[config.mk]
export PLATFORM = sky130hd
export DESIGN_NAME = iwm_flux_top
export DESIGN_NICKNAME = d
export VERILOG_FILES = /design/src/verilog/iwm_pkg.sv /design/src/verilog/iwm_flux_top.sv /design/src/verilog/iwm_read_mux.sv /design/src/verilog/iwm_data_latch.sv /design/src/verilog/flux_window_decoder.sv
export SDC_FILE = /design/constraint.sdc
export NUM_CORES = 1
export LEC_CHECK = 0
export ABC_CLOCK_PERIOD_IN_PS = 2150
export BUFFER_PORTS_ARGS = -buffer_cell sky130_fd_sc_hd__buf_2
export CORE_UTILIZATION = 57
export CTS_CLUSTER_DIAMETER = 150
export DETAILED_ROUTE_END_ITERATION = 10
export GPL_ROUTABILITY_DRIVEN = 0
export PLACE_DENSITY = 0.8
export SETUP_SLACK_MARGIN = 0.1
export SKIP_LAST_GASP = 1
export SYNTH_ARGS = -nofsm -noshare
export SYNTH_HDL_FRONTEND = slang
export SYNTH_SLANG_ARGS = --single-unit
[constraint.sdc]
create_clock -name CLK_14M -period 2.15 [get_ports CLK_14M]
set_input_delay 0.1075 -clock CLK_14M [delete_from_list [all_inputs] [get_ports CLK_14M]]
set_output_delay 0.1075 -clock CLK_14M [all_outputs]
set_load 0.01 [all_outputs]
[src/verilog/iwm_pkg.sv]
// ==============================
// IWM read path shared definitions
// Window lengths, register values, FSM states and bus structs
// ==============================

package iwm_pkg;

    // ==============================
    // Bit-cell timing in 14 MHz cycles
    // ==============================

    typedef logic [5:0] window_t;

    // 3.5 inch drives or fast mode
    localparam window_t FULL_WIN_FAST = 6'd28;
    localparam window_t HALF_WIN_FAST = 6'd14;

    // 5.25 inch drives in normal mode
    localparam window_t FULL_WIN_SLOW = 6'd56;
    localparam window_t HALF_WIN_SLOW = 6'd28;

    // Async clear delay, counted on the 7 MHz enable
    localparam logic [5:0] ASYNC_CLEAR_TICKS = 6'd14;

    // ==============================
    // Register values and decode
    // ==============================

    // Write handshake register as seen by the CPU
    localparam logic [7:0] HANDSHAKE_VALUE = 8'h80;
    // Motor off data reads and the Q7=Q6=1 register
    localparam logic [7:0] IDLE_READ_VALUE = 8'hFF;

    // Mode register bit positions
    localparam int MODE_ASYNC_BIT = 1;
    localparam int MODE_FAST_BIT  = 3;

    // Upper address bits of the Q6 and Q7 soft switches
    localparam logic [2:0] Q6_ADDR_HI = 3'b110;
    localparam logic [2:0] Q7_ADDR_HI = 3'b111;

    // Read window FSM
    typedef enum logic [1:0] {
        IDLE,
        EDGE_0,
        EDGE_1
    } rd_state_e;

    // CPU bus, read strobe qualified by phase-2 enable
    typedef struct packed {
        logic [3:0] addr;
        logic       rd;
        logic       cen;
    } cpu_bus_s;

    // Soft switch state from the switch logic
    typedef struct packed {
        logic       q6;
        logic       q7;
        logic [7:0] mode;
    } switches_s;

    // Status lines from the selected drive
    typedef struct packed {
        logic motor_active;
        logic motor_spinning;
        logic disk_ready;
        logic disk_mounted;
        logic is_35_inch;
        logic sense;
    } drive_status_s;

endpackage
[src/verilog/iwm_flux_top.sv]
// ==============================
// IWM flux read path top level
// ==============================

`timescale 1ns/1ps

module iwm_flux_top (
    input  logic                     CLK_14M,
    input  logic                     RESET,
    input  logic                     clk_7m_en,
    input  iwm_pkg::cpu_bus_s        cpu,
    input  iwm_pkg::switches_s       sw,
    input  iwm_pkg::drive_status_s   drive,
    input  logic                     flux_transition,
    output logic [7:0]               data_out
);

    // Decoder to latch
    logic [7:0] rsh;
    logic       byte_completing;

    // Between latch and mux
    logic       data_access;
    logic [7:0] data_value;

    flux_window_decoder u_decoder (
        .CLK_14M         (CLK_14M),
        .RESET           (RESET),
        .flux_transition (flux_transition),
        .drive           (drive),
        .sw              (sw),
        .rsh             (rsh),
        .byte_completing (byte_completing)
    );

    iwm_data_latch u_latch (
        .CLK_14M         (CLK_14M),
        .RESET           (RESET),
        .clk_7m_en       (clk_7m_en),
        .cpu             (cpu),
        .sw              (sw),
        .drive           (drive),
        .rsh             (rsh),
        .byte_completing (byte_completing),
        .data_access     (data_access),
        .data_value      (data_value)
    );

    // Combinational register select
    iwm_read_mux u_mux (
        .cpu         (cpu),
        .sw          (sw),
        .drive       (drive),
        .data_value  (data_value),
        .data_access (data_access),
        .data_out    (data_out)
    );

endmodule

[src/verilog/iwm_read_mux.sv]
// ==============================
// IWM register read mux
// Q7/Q6 select of data, status and handshake
// ==============================

`timescale 1ns/1ps

module iwm_read_mux (
    input  iwm_pkg::cpu_bus_s        cpu,
    input  iwm_pkg::switches_s       sw,
    input  iwm_pkg::drive_status_s   drive,
    input  logic [7:0]               data_value,
    output logic                     data_access,
    output logic [7:0]               data_out
);

    logic       imm_q6;
    logic       imm_q7;
    logic [7:0] status_reg;

    // An access to a Q6 or Q7 switch uses the new value at once
    assign imm_q6 = (cpu.addr[3:1] == iwm_pkg::Q6_ADDR_HI) ? cpu.addr[0] : sw.q6;
    assign imm_q7 = (cpu.addr[3:1] == iwm_pkg::Q7_ADDR_HI) ? cpu.addr[0] : sw.q7;

    // Data register read in progress
    assign data_access = cpu.rd && cpu.cen && !imm_q7 && !imm_q6;

    // Sense, reserved zero, motor on with disk, low mode bits
    assign status_reg = {drive.sense, 1'b0, drive.motor_active && drive.disk_mounted,
                         sw.mode[4:0]};

    always_comb begin
        case ({imm_q7, imm_q6})
            2'b00: begin
                data_out = drive.motor_active ? data_value : iwm_pkg::IDLE_READ_VALUE;
            end
            2'b01: begin
                data_out = status_reg;
            end
            2'b10: begin
                data_out = iwm_pkg::HANDSHAKE_VALUE;
            end
            default: begin
                data_out = iwm_pkg::IDLE_READ_VALUE;
            end
        endcase
    end

endmodule

[src/verilog/iwm_data_latch.sv]
// ==============================
// IWM data register
// Byte latch, bit 7 acknowledge and async clear countdown
// ==============================

`timescale 1ns/1ps

module iwm_data_latch (
    input  logic                     CLK_14M,
    input  logic                     RESET,
    input  logic                     clk_7m_en,
    input  iwm_pkg::cpu_bus_s        cpu,
    input  iwm_pkg::switches_s       sw,
    input  iwm_pkg::drive_status_s   drive,
    input  logic [7:0]               rsh,
    input  logic                     byte_completing,
    input  logic                     data_access,
    output logic [7:0]               data_value
);

    logic [7:0] data_reg;
    logic [7:0] data_raw;
    logic [5:0] async_cnt;
    logic       data_read;
    logic       rd_latched;
    logic       bit7_ack;
    logic       motor_was_on;
    logic       is_async;
    logic       rd_active;
    logic       decoder_active;

    assign is_async       = sw.mode[iwm_pkg::MODE_ASYNC_BIT];
    assign rd_active      = cpu.rd && cpu.cen;
    assign decoder_active = drive.motor_spinning && drive.disk_ready;

    // Same cycle bypass of a completing byte
    assign data_raw = byte_completing ? rsh : data_reg;

    // Bit 7 hidden once the CPU has seen it in async mode
    assign data_value = (drive.motor_active && is_async && bit7_ack && !byte_completing)
                      ? (data_raw & 8'h7F) : data_raw;

    // ==============================
    // Register and handshake state
    // ==============================

    always_ff @(posedge CLK_14M or posedge RESET) begin
        if (RESET) begin
            data_reg     <= 8'h00;
            async_cnt    <= '0;
            data_read    <= 1'b1;
            rd_latched   <= 1'b0;
            bit7_ack     <= 1'b0;
            motor_was_on <= 1'b0;
        end else begin
            motor_was_on <= drive.motor_active;

            // Motor start from standstill in read mode
            if (drive.motor_active && !motor_was_on && !sw.q7 && !drive.motor_spinning) begin
                data_reg <= 8'h00;
            end

            // Async clear countdown on the 7 MHz enable
            if (clk_7m_en && (async_cnt != 6'd0)) begin
                if ((async_cnt == 6'd1) && is_async && !byte_completing) begin
                    data_reg <= 8'h00;
                    bit7_ack <= 1'b0;
                end
                async_cnt <= async_cnt - 6'd1;
            end

            // New byte wins over the clear and the mask
            if (byte_completing) begin
                data_reg  <= rsh;
                data_read <= 1'b0;
                bit7_ack  <= 1'b0;
                async_cnt <= '0;
            end

            if (!decoder_active) begin
                bit7_ack  <= 1'b0;
                async_cnt <= '0;
            end

            // End of a CPU access
            if (!rd_active) begin
                // Acknowledge only a data read that saw bit 7
                if (rd_latched && drive.motor_active && is_async && data_raw[7] &&
                    data_read && !byte_completing) begin
                    bit7_ack <= 1'b1;
                    if (async_cnt == 6'd0) begin
                        async_cnt <= iwm_pkg::ASYNC_CLEAR_TICKS;
                    end
                end
                rd_latched <= 1'b0;
            end

            // First cycle of a CPU access
            if (rd_active && !rd_latched) begin
                rd_latched <= 1'b1;
                if (data_access) begin
                    data_read <= 1'b1;
                end
            end
        end
    end

endmodule

[src/verilog/flux_window_decoder.sv]
// ==============================
// Flux window decoder
// Turns flux edges into bit cells and assembles disk bytes
// ==============================

`timescale 1ns/1ps

module flux_window_decoder (
    input  logic                     CLK_14M,
    input  logic                     RESET,
    input  logic                     flux_transition,
    input  iwm_pkg::drive_status_s   drive,
    input  iwm_pkg::switches_s       sw,
    output logic [7:0]               rsh,
    output logic                     byte_completing
);

    iwm_pkg::rd_state_e state;
    iwm_pkg::window_t   window_cnt;
    iwm_pkg::window_t   full_win;
    iwm_pkg::window_t   half_win;

    logic prev_flux;
    logic flux_seen;
    logic flux_pending;
    logic flux_edge;
    logic active;
    logic fast_cells;

    // Decoder only runs with a spinning motor and valid track data
    assign active = drive.motor_spinning && drive.disk_ready;

    // 28 cycle cells for 3.5 inch drives or in fast mode
    assign fast_cells = drive.is_35_inch || sw.mode[iwm_pkg::MODE_FAST_BIT];
    assign full_win   = fast_cells ? iwm_pkg::FULL_WIN_FAST : iwm_pkg::FULL_WIN_SLOW;
    assign half_win   = fast_cells ? iwm_pkg::HALF_WIN_FAST : iwm_pkg::HALF_WIN_SLOW;

    // Rising edge of the flux line
    assign flux_edge = flux_transition && !prev_flux;

    // Byte done once a 1 has reached the MSB
    assign byte_completing = rsh[7] && active;

    // ==============================
    // Window state machine
    // ==============================

    always_ff @(posedge CLK_14M or posedge RESET) begin
        if (RESET) begin
            state        <= iwm_pkg::IDLE;
            window_cnt   <= '0;
            rsh          <= 8'h00;
            prev_flux    <= 1'b0;
            flux_seen    <= 1'b0;
            flux_pending <= 1'b0;
        end else begin
            prev_flux <= flux_transition;

            // Edge is acted on one cycle after it arrives
            if (flux_edge) begin
                flux_seen <= 1'b1;
            end

            if (active) begin
                case (state)
                    iwm_pkg::IDLE: begin
                        state      <= iwm_pkg::EDGE_0;
                        window_cnt <= full_win;
                        rsh        <= 8'h00;
                        flux_seen  <= 1'b0;
                    end

                    iwm_pkg::EDGE_0: begin
                        // Fresh edge or one held over from EDGE_1
                        if (flux_seen || flux_pending) begin
                            state        <= iwm_pkg::EDGE_1;
                            window_cnt   <= half_win;
                            flux_seen    <= 1'b0;
                            flux_pending <= 1'b0;
                        end else if (window_cnt == 6'd1) begin
                            // Empty cell
                            rsh        <= {rsh[6:0], 1'b0};
                            window_cnt <= full_win;
                        end else begin
                            window_cnt <= window_cnt - 6'd1;
                        end
                    end

                    iwm_pkg::EDGE_1: begin
                        // Early edge of the next cell, keep it for EDGE_0
                        if (flux_seen) begin
                            flux_pending <= 1'b1;
                            flux_seen    <= 1'b0;
                        end
                        // Half window after the edge, shift in a 1
                        if (window_cnt == 6'd1) begin
                            rsh        <= {rsh[6:0], 1'b1};
                            state      <= iwm_pkg::EDGE_0;
                            window_cnt <= full_win;
                        end else begin
                            window_cnt <= window_cnt - 6'd1;
                        end
                    end

                    default: begin
                        state <= iwm_pkg::IDLE;
                    end
                endcase

                // Completed byte leaves for the data register
                if (rsh[7]) begin
                    rsh <= 8'h00;
                end
            end else begin
                // Motor stopped or no disk
                state        <= iwm_pkg::IDLE;
                window_cnt   <= '0;
                flux_seen    <= 1'b0;
                flux_pending <= 1'b0;
            end
        end
    end

endmodule

Yosys cells after proc, flatten, opt, wreduce, memory -nomap -nowiden
Index checks and enable logic that the tools add are counted.
Storage, ports and cells
  flip-flop bits (word level): 37
  bits of input ports: 26
  output and inout bits: 8
  logic and storage cells: 123
Cells by class
  add/sub/neg operators: 2
  equal/unequal tests: 17
  mux-type cells: 51
  reductions and logical operators: 40
Operators with widths (number)
  $mux 8: 11
  $mux 6: 10
  $pmux 8 s3: 2
  $logic_and 1x1->1: 22
  $mux 1: 20
  $pmux 6 s3: 1
  $eq 6x1->1 const B: 2
  $sub 6x1->6 const B: 2
  $ne 3x3->1 const B: 3
  $logic_not 1->1: 8
  $eq 3x3->1 const B: 2
  $logic_not 6->1: 1
  $mux 2: 3
  $ne 3x1->1 const B: 2
  $ne 3x2->1 const B: 2
  $pmux 2 s3: 1
  $reduce_bool 6->1: 1
  $mux 5: 1
  $reduce_and 5->1: 1
  $eq 2x1->1 const B: 2
  $eq 2x2->1 const B: 2
  $logic_not 2->1: 2
  $ne 4x4->1 const B: 1
  $reduce_bool 4->1: 1
  other kinds (6): 7

Depth between registers and ports, before layout
  depth in word-level cells: 10
  depth in mapped cells: 7
  depth with buffers taken out: 6

Modules after synthesis
Synthesis repeated with hierarchy kept, for this count alone.
Unflattened totals
  cell total of the unflattened synthesis: 241
  area, all modules: 2466.1 µm²
Modules (own cells, without submodules)
  flux_window_decoder: instances 1, cells each 114, area an instance 1159.9 µm², seq. area each 475.5 µm²
  iwm_data_latch: instances 1, cells each 82, area an instance 952.2 µm², seq. area each 451.7 µm²
  iwm_read_mux: instances 1, cells each 45, area an instance 354.1 µm², seq. area each 0.0 µm²

Worst setup path after synthesis
Ideal clock, no wire load.
  kind: reg2reg
  from: register u_decoder.state[0]
  to: register u_decoder.rsh[0]
  library setup time: 0.066 ns
  arrival: 1.628 ns
  slack: 0.456 ns
  stages on the path, launching flop included: 7
  buffers on the path: 0
  clock period less this slack: 1.694 ns
  cell sequence: dfrtp_1 -> inv_1 -> ha_1 -> nor2_1 -> or3b_2 -> nor4_1 -> a22o_1
On the way
  cells in the longest elaborated chain, start to end: 3
RTL lines
  start, declared: line flux_window_decoder.sv:18  | iwm_pkg::rd_state_e state;
  start signal, assigned: line flux_window_decoder.sv:50  | state <= iwm_pkg::IDLE;
  start signal, assigned: line flux_window_decoder.sv:67  | state <= iwm_pkg::EDGE_0;
  start signal, assigned: line flux_window_decoder.sv:76  | state <= iwm_pkg::EDGE_1;
  $eq 2x2->1 (tied with other cells): line flux_window_decoder.sv:65  | case (state)
  $ne 3x1->1 (no source line) (tied with other cells)
  $reduce_and 5->1 (no source line) / $mux 8 (equally long branches)
  end signal, assigned: line flux_window_decoder.sv:82  | rsh <= {rsh[6:0], 1'b0};
  end signal, assigned: line flux_window_decoder.sv:97  | rsh <= {rsh[6:0], 1'b1};
  end, declared: line flux_window_decoder.sv:14  | output logic [7:0] rsh,
Parallel ways exist; a longest one is shown, timed or not.
A chain may end at the register's enable or synchronous reset.

Worst setup path after layout
  from: register u_decoder.state[1]
  to: register u_decoder.rsh[0]
Same word-level chain as after synthesis.

==> impl_results.md <==
- Outcome: finished clean
- Lkg Pwr: 1.178 nW
- Slew headroom: 69.42%
- Final WL: 4818 um
- Site Rows: 22
- Kind of critical path: flop to flop
- Port Buffers: 30
- Post-synth EDFFs: 0
- Req. time, crit path: 2.37 ns
- Crit Path Max Fanout: 8
- Worst Clk Skew: 0.003405 ns
- Initial Util: between 50% and 60%
- Worst slew pin tran: 0.4563 ns
- CP cell instances: inv_1 > ha_2 > nor2_1 > or3b_2 > nor4_1 > a22o_1
- Share of layout cells above drive strength 1: 22.18%
- Final ANT Viol Nets: 0
- Crit path DAT: roughly 2.1 ns
- CTS Root Cell: clkbuf_8
- P_sw: roughly 360 uW
- Post-synthesis sequential area ratio: 41.63%
- CP max stage delay: 0.49 ns
- H-tree levels: 2
- Area of the mapped netlist: 2227 sq um
- Filler instances: approximately 300
- Fmax: 0.5319 GHz
- Worst-case clock buffer depth: 2
- Max Slew Vio Count: 0
- Worst min-delay path class: primary input to flop
- Startpoint types: flop
- Clock Pin Slew Worst Setup and Hold Paths: 0.07 ns
- Die H: 64.51 um
- Clk pwr share: 33.6%
- Synth top area share: 40.45%
- Switching Share: 25.41%
- Final setup TNS: 0 ns
- Async SR Flop Fraction: 100.0%
- Register share of total power: 51.1%
- CTS tree: done
- Top cells by area, synth: dfrtp_1, a22o_1, ha_1
- Gate power share: 15.4%
- Max_cap viols: 0
- Core area: 3716 sq um
- First-pass GRT wire length: 8487 um
- # setup viols final: 0
- TritonCTS Sinks: 37
- Slowest-stage cell, CP: or3b_2
- Most common cell after layout, fill and taps aside: dfrtp_1
- Vias in the first global route: around 1.9k
- Cell variety after synth: 56
- Maximum vdd ir drop: 0.3378 mV
- Die width: 64.51 um
- Clock Latency Late Sink: between 0.2 and 0.3 ns
- Initial antenna violation count: 0
- Power Density: between 500 and 600 nW/um^2
- Detailed Place HPWL: 3500 um
- Vias per std cell: 6.006
- Synth warnings: 0
- Crit share post-route: 87.44%
- Fin. Hold Viols: 0
- Gate Count Post-Synth: ~240
- Average wire per standard cell: 14.92 um
- Mapped Nets: 273
- Num CTS Buffers: 5
- Syn_area_per_cell: 9.358 sq um
- Gr usage total: a little over a quarter
- I/O pins: 34
- Via count: around 1.9k
- Fin crit period: 1.880 ns
- R2R Setup Slk: about 0.27 ns
- Die area: 4162 sq um
- Final Net Count: 310
- Area grow syn2layout: 14.49%
- Yosys reg bits: 37
- Synth Flop Type: dfrtp_1
- Largest net degree at the start of global routing: 38
- Total gr overflow: 0
- Area leader, netlist: dfrtp_1
- DRT Pass-1 Iters: 4
- Drt initial violations: 174
- RSZ-0062 raised after global routing: no
- Crit end category: flop
- Most frequent cells in the layout: dfrtp_1, buf_2, inv_1
- Total power draw: between 1 and 1.5 mW
- DRC viols: 0
- Antenna cells: 0
- P_int: about 1.1 mW
[synth_stat cells (3+ instances only)]
| cell type | n |
|---|---|
| nor3_1 | 6 |
| o31ai_1 | 5 |
| nand4_1 | 3 |
| and3_1 | 4 |
| nand3_1 | 3 |
| clkbuf_1 | 5 |
| mux2i_1 | 4 |
| dfrtp_1 | 36 |
| inv_1 | 20 |
| nand2b_1 | 4 |
| a22o_1 | 14 |
| ha_1 | 9 |
| a21oi_1 | 19 |
| nand2_1 | 13 |
| nor3b_1 | 3 |
| o21ai_0 | 18 |
| nor2_1 | 15 |
| a31oi_1 | 3 |
| o22ai_1 | 6 |
[through the flow]
| step | cell area (sq um) | hold slack (ns) | setup WS [ns] | utilization, % | std cells |
|---|---|---|---|---|---|
| global placement | 2440 | 0.2279 | 0.3061 | 65.66 | 314 |
| finish | 2550 | 0.05007 | 0.2700 | 68.62 | 323 |
| detailed placement | 2440 | 0.2306 | 0.2390 | 65.66 | 314 |
| global route | 2550 | 0.04832 | 0.1182 | 68.62 | 323 |
| floorplan | 2227 | 0.1389 | 0.4561 | - | 238 |
| CTS | 2547 | 0.04202 | 0.2158 | 68.55 | 323 |
[routing by layer]
metal  up-vias  share of wire (%)  routed length (um)  global-route usage, %
li1        958                  -                   -                      -
met1       914                 46                2226                  35.82
met2        60                 47                2241                  41.97
met3         8                6.0                 287                  5.986
met4         0                1.3                  63                  9.167
met5         -                  0                   0                      0
[cells by family after synthesis]
group / after synthesis / share of synthesized area, %
DFF: 37 / 41.63
muxes: 7 / 3.427
buffers and inverters: 29 / 5.618
adders and majority gates: 9 / 5.056
and+or+nand+nor: 69 / 17.64
xor gates and xnor gates: 4 / 1.573
AOI/OAI and AO/OA: 83 / 25.06
[critical path, delay by kind of cell (launching register included)]
family,cells,cell delay [ns]
DFF,1,0.37
adders and majority gates,1,0.41
AOI/OAI and AO/OA,1,0.16
buffers and inverters,1,0.09
and+or+nand+nor,3,0.78
[path summary, 6_finish.rpt]
| kind | startpoint | end | cells past startpoint |
|---|---|---|---|
| max | u_decoder.state[1] | u_decoder.rsh[0] | 6 |
| min | drive[5] | u_latch.motor_was_on | 1 |
| max reg2reg | u_decoder.state[1] | u_decoder.rsh[0] | 6 |
| min reg2reg | u_latch.rd_latched | u_latch.data_read | 1 |
| max in group asynchronous | RESET | u_latch.data_read | 4 |
| min in group asynchronous | RESET | u_decoder.window_cnt[1] | 4 |
[final cells by class]
| cell class | instances | area [sq um] | area share (%) |
|---|---|---|---|
| clock buffer | 7 | 86.33 | 3.386 |
| timing repair buffer | 39 | 222.7 | 8.734 |
| multi-input combinational | 172 | 1179 | 46.22 |
| tap | 48 | 60.06 | 2.355 |
| inverter | 20 | 75.07 | 2.944 |
| sequential | 37 | 927.1 | 36.36 |
[power groups by stage]
stage / Sequential, mW / Combinational [mW] / Clock, mW
5_1_grt: 0.724 / 0.245 / 0.518
3_5_place_dp: 0.736 / 0.214 / 0
3_3_place_gp: 0.735 / 0.208 / 0
4_1_cts: 0.722 / 0.218 / 0.495
6_report: 0.723 / 0.218 / 0.475
2_1_floorplan: 0.733 / 0.139 / 0
[what timing repair did]
item,CTS,global route
endpoints found under the hold margin,37,0
setup endpoints to repair,1,5
hold buffers,2,0
setup buffers,0,0
gates cloned,0,0
resized for setup,1,1
(Power assumes the default switching activity.)
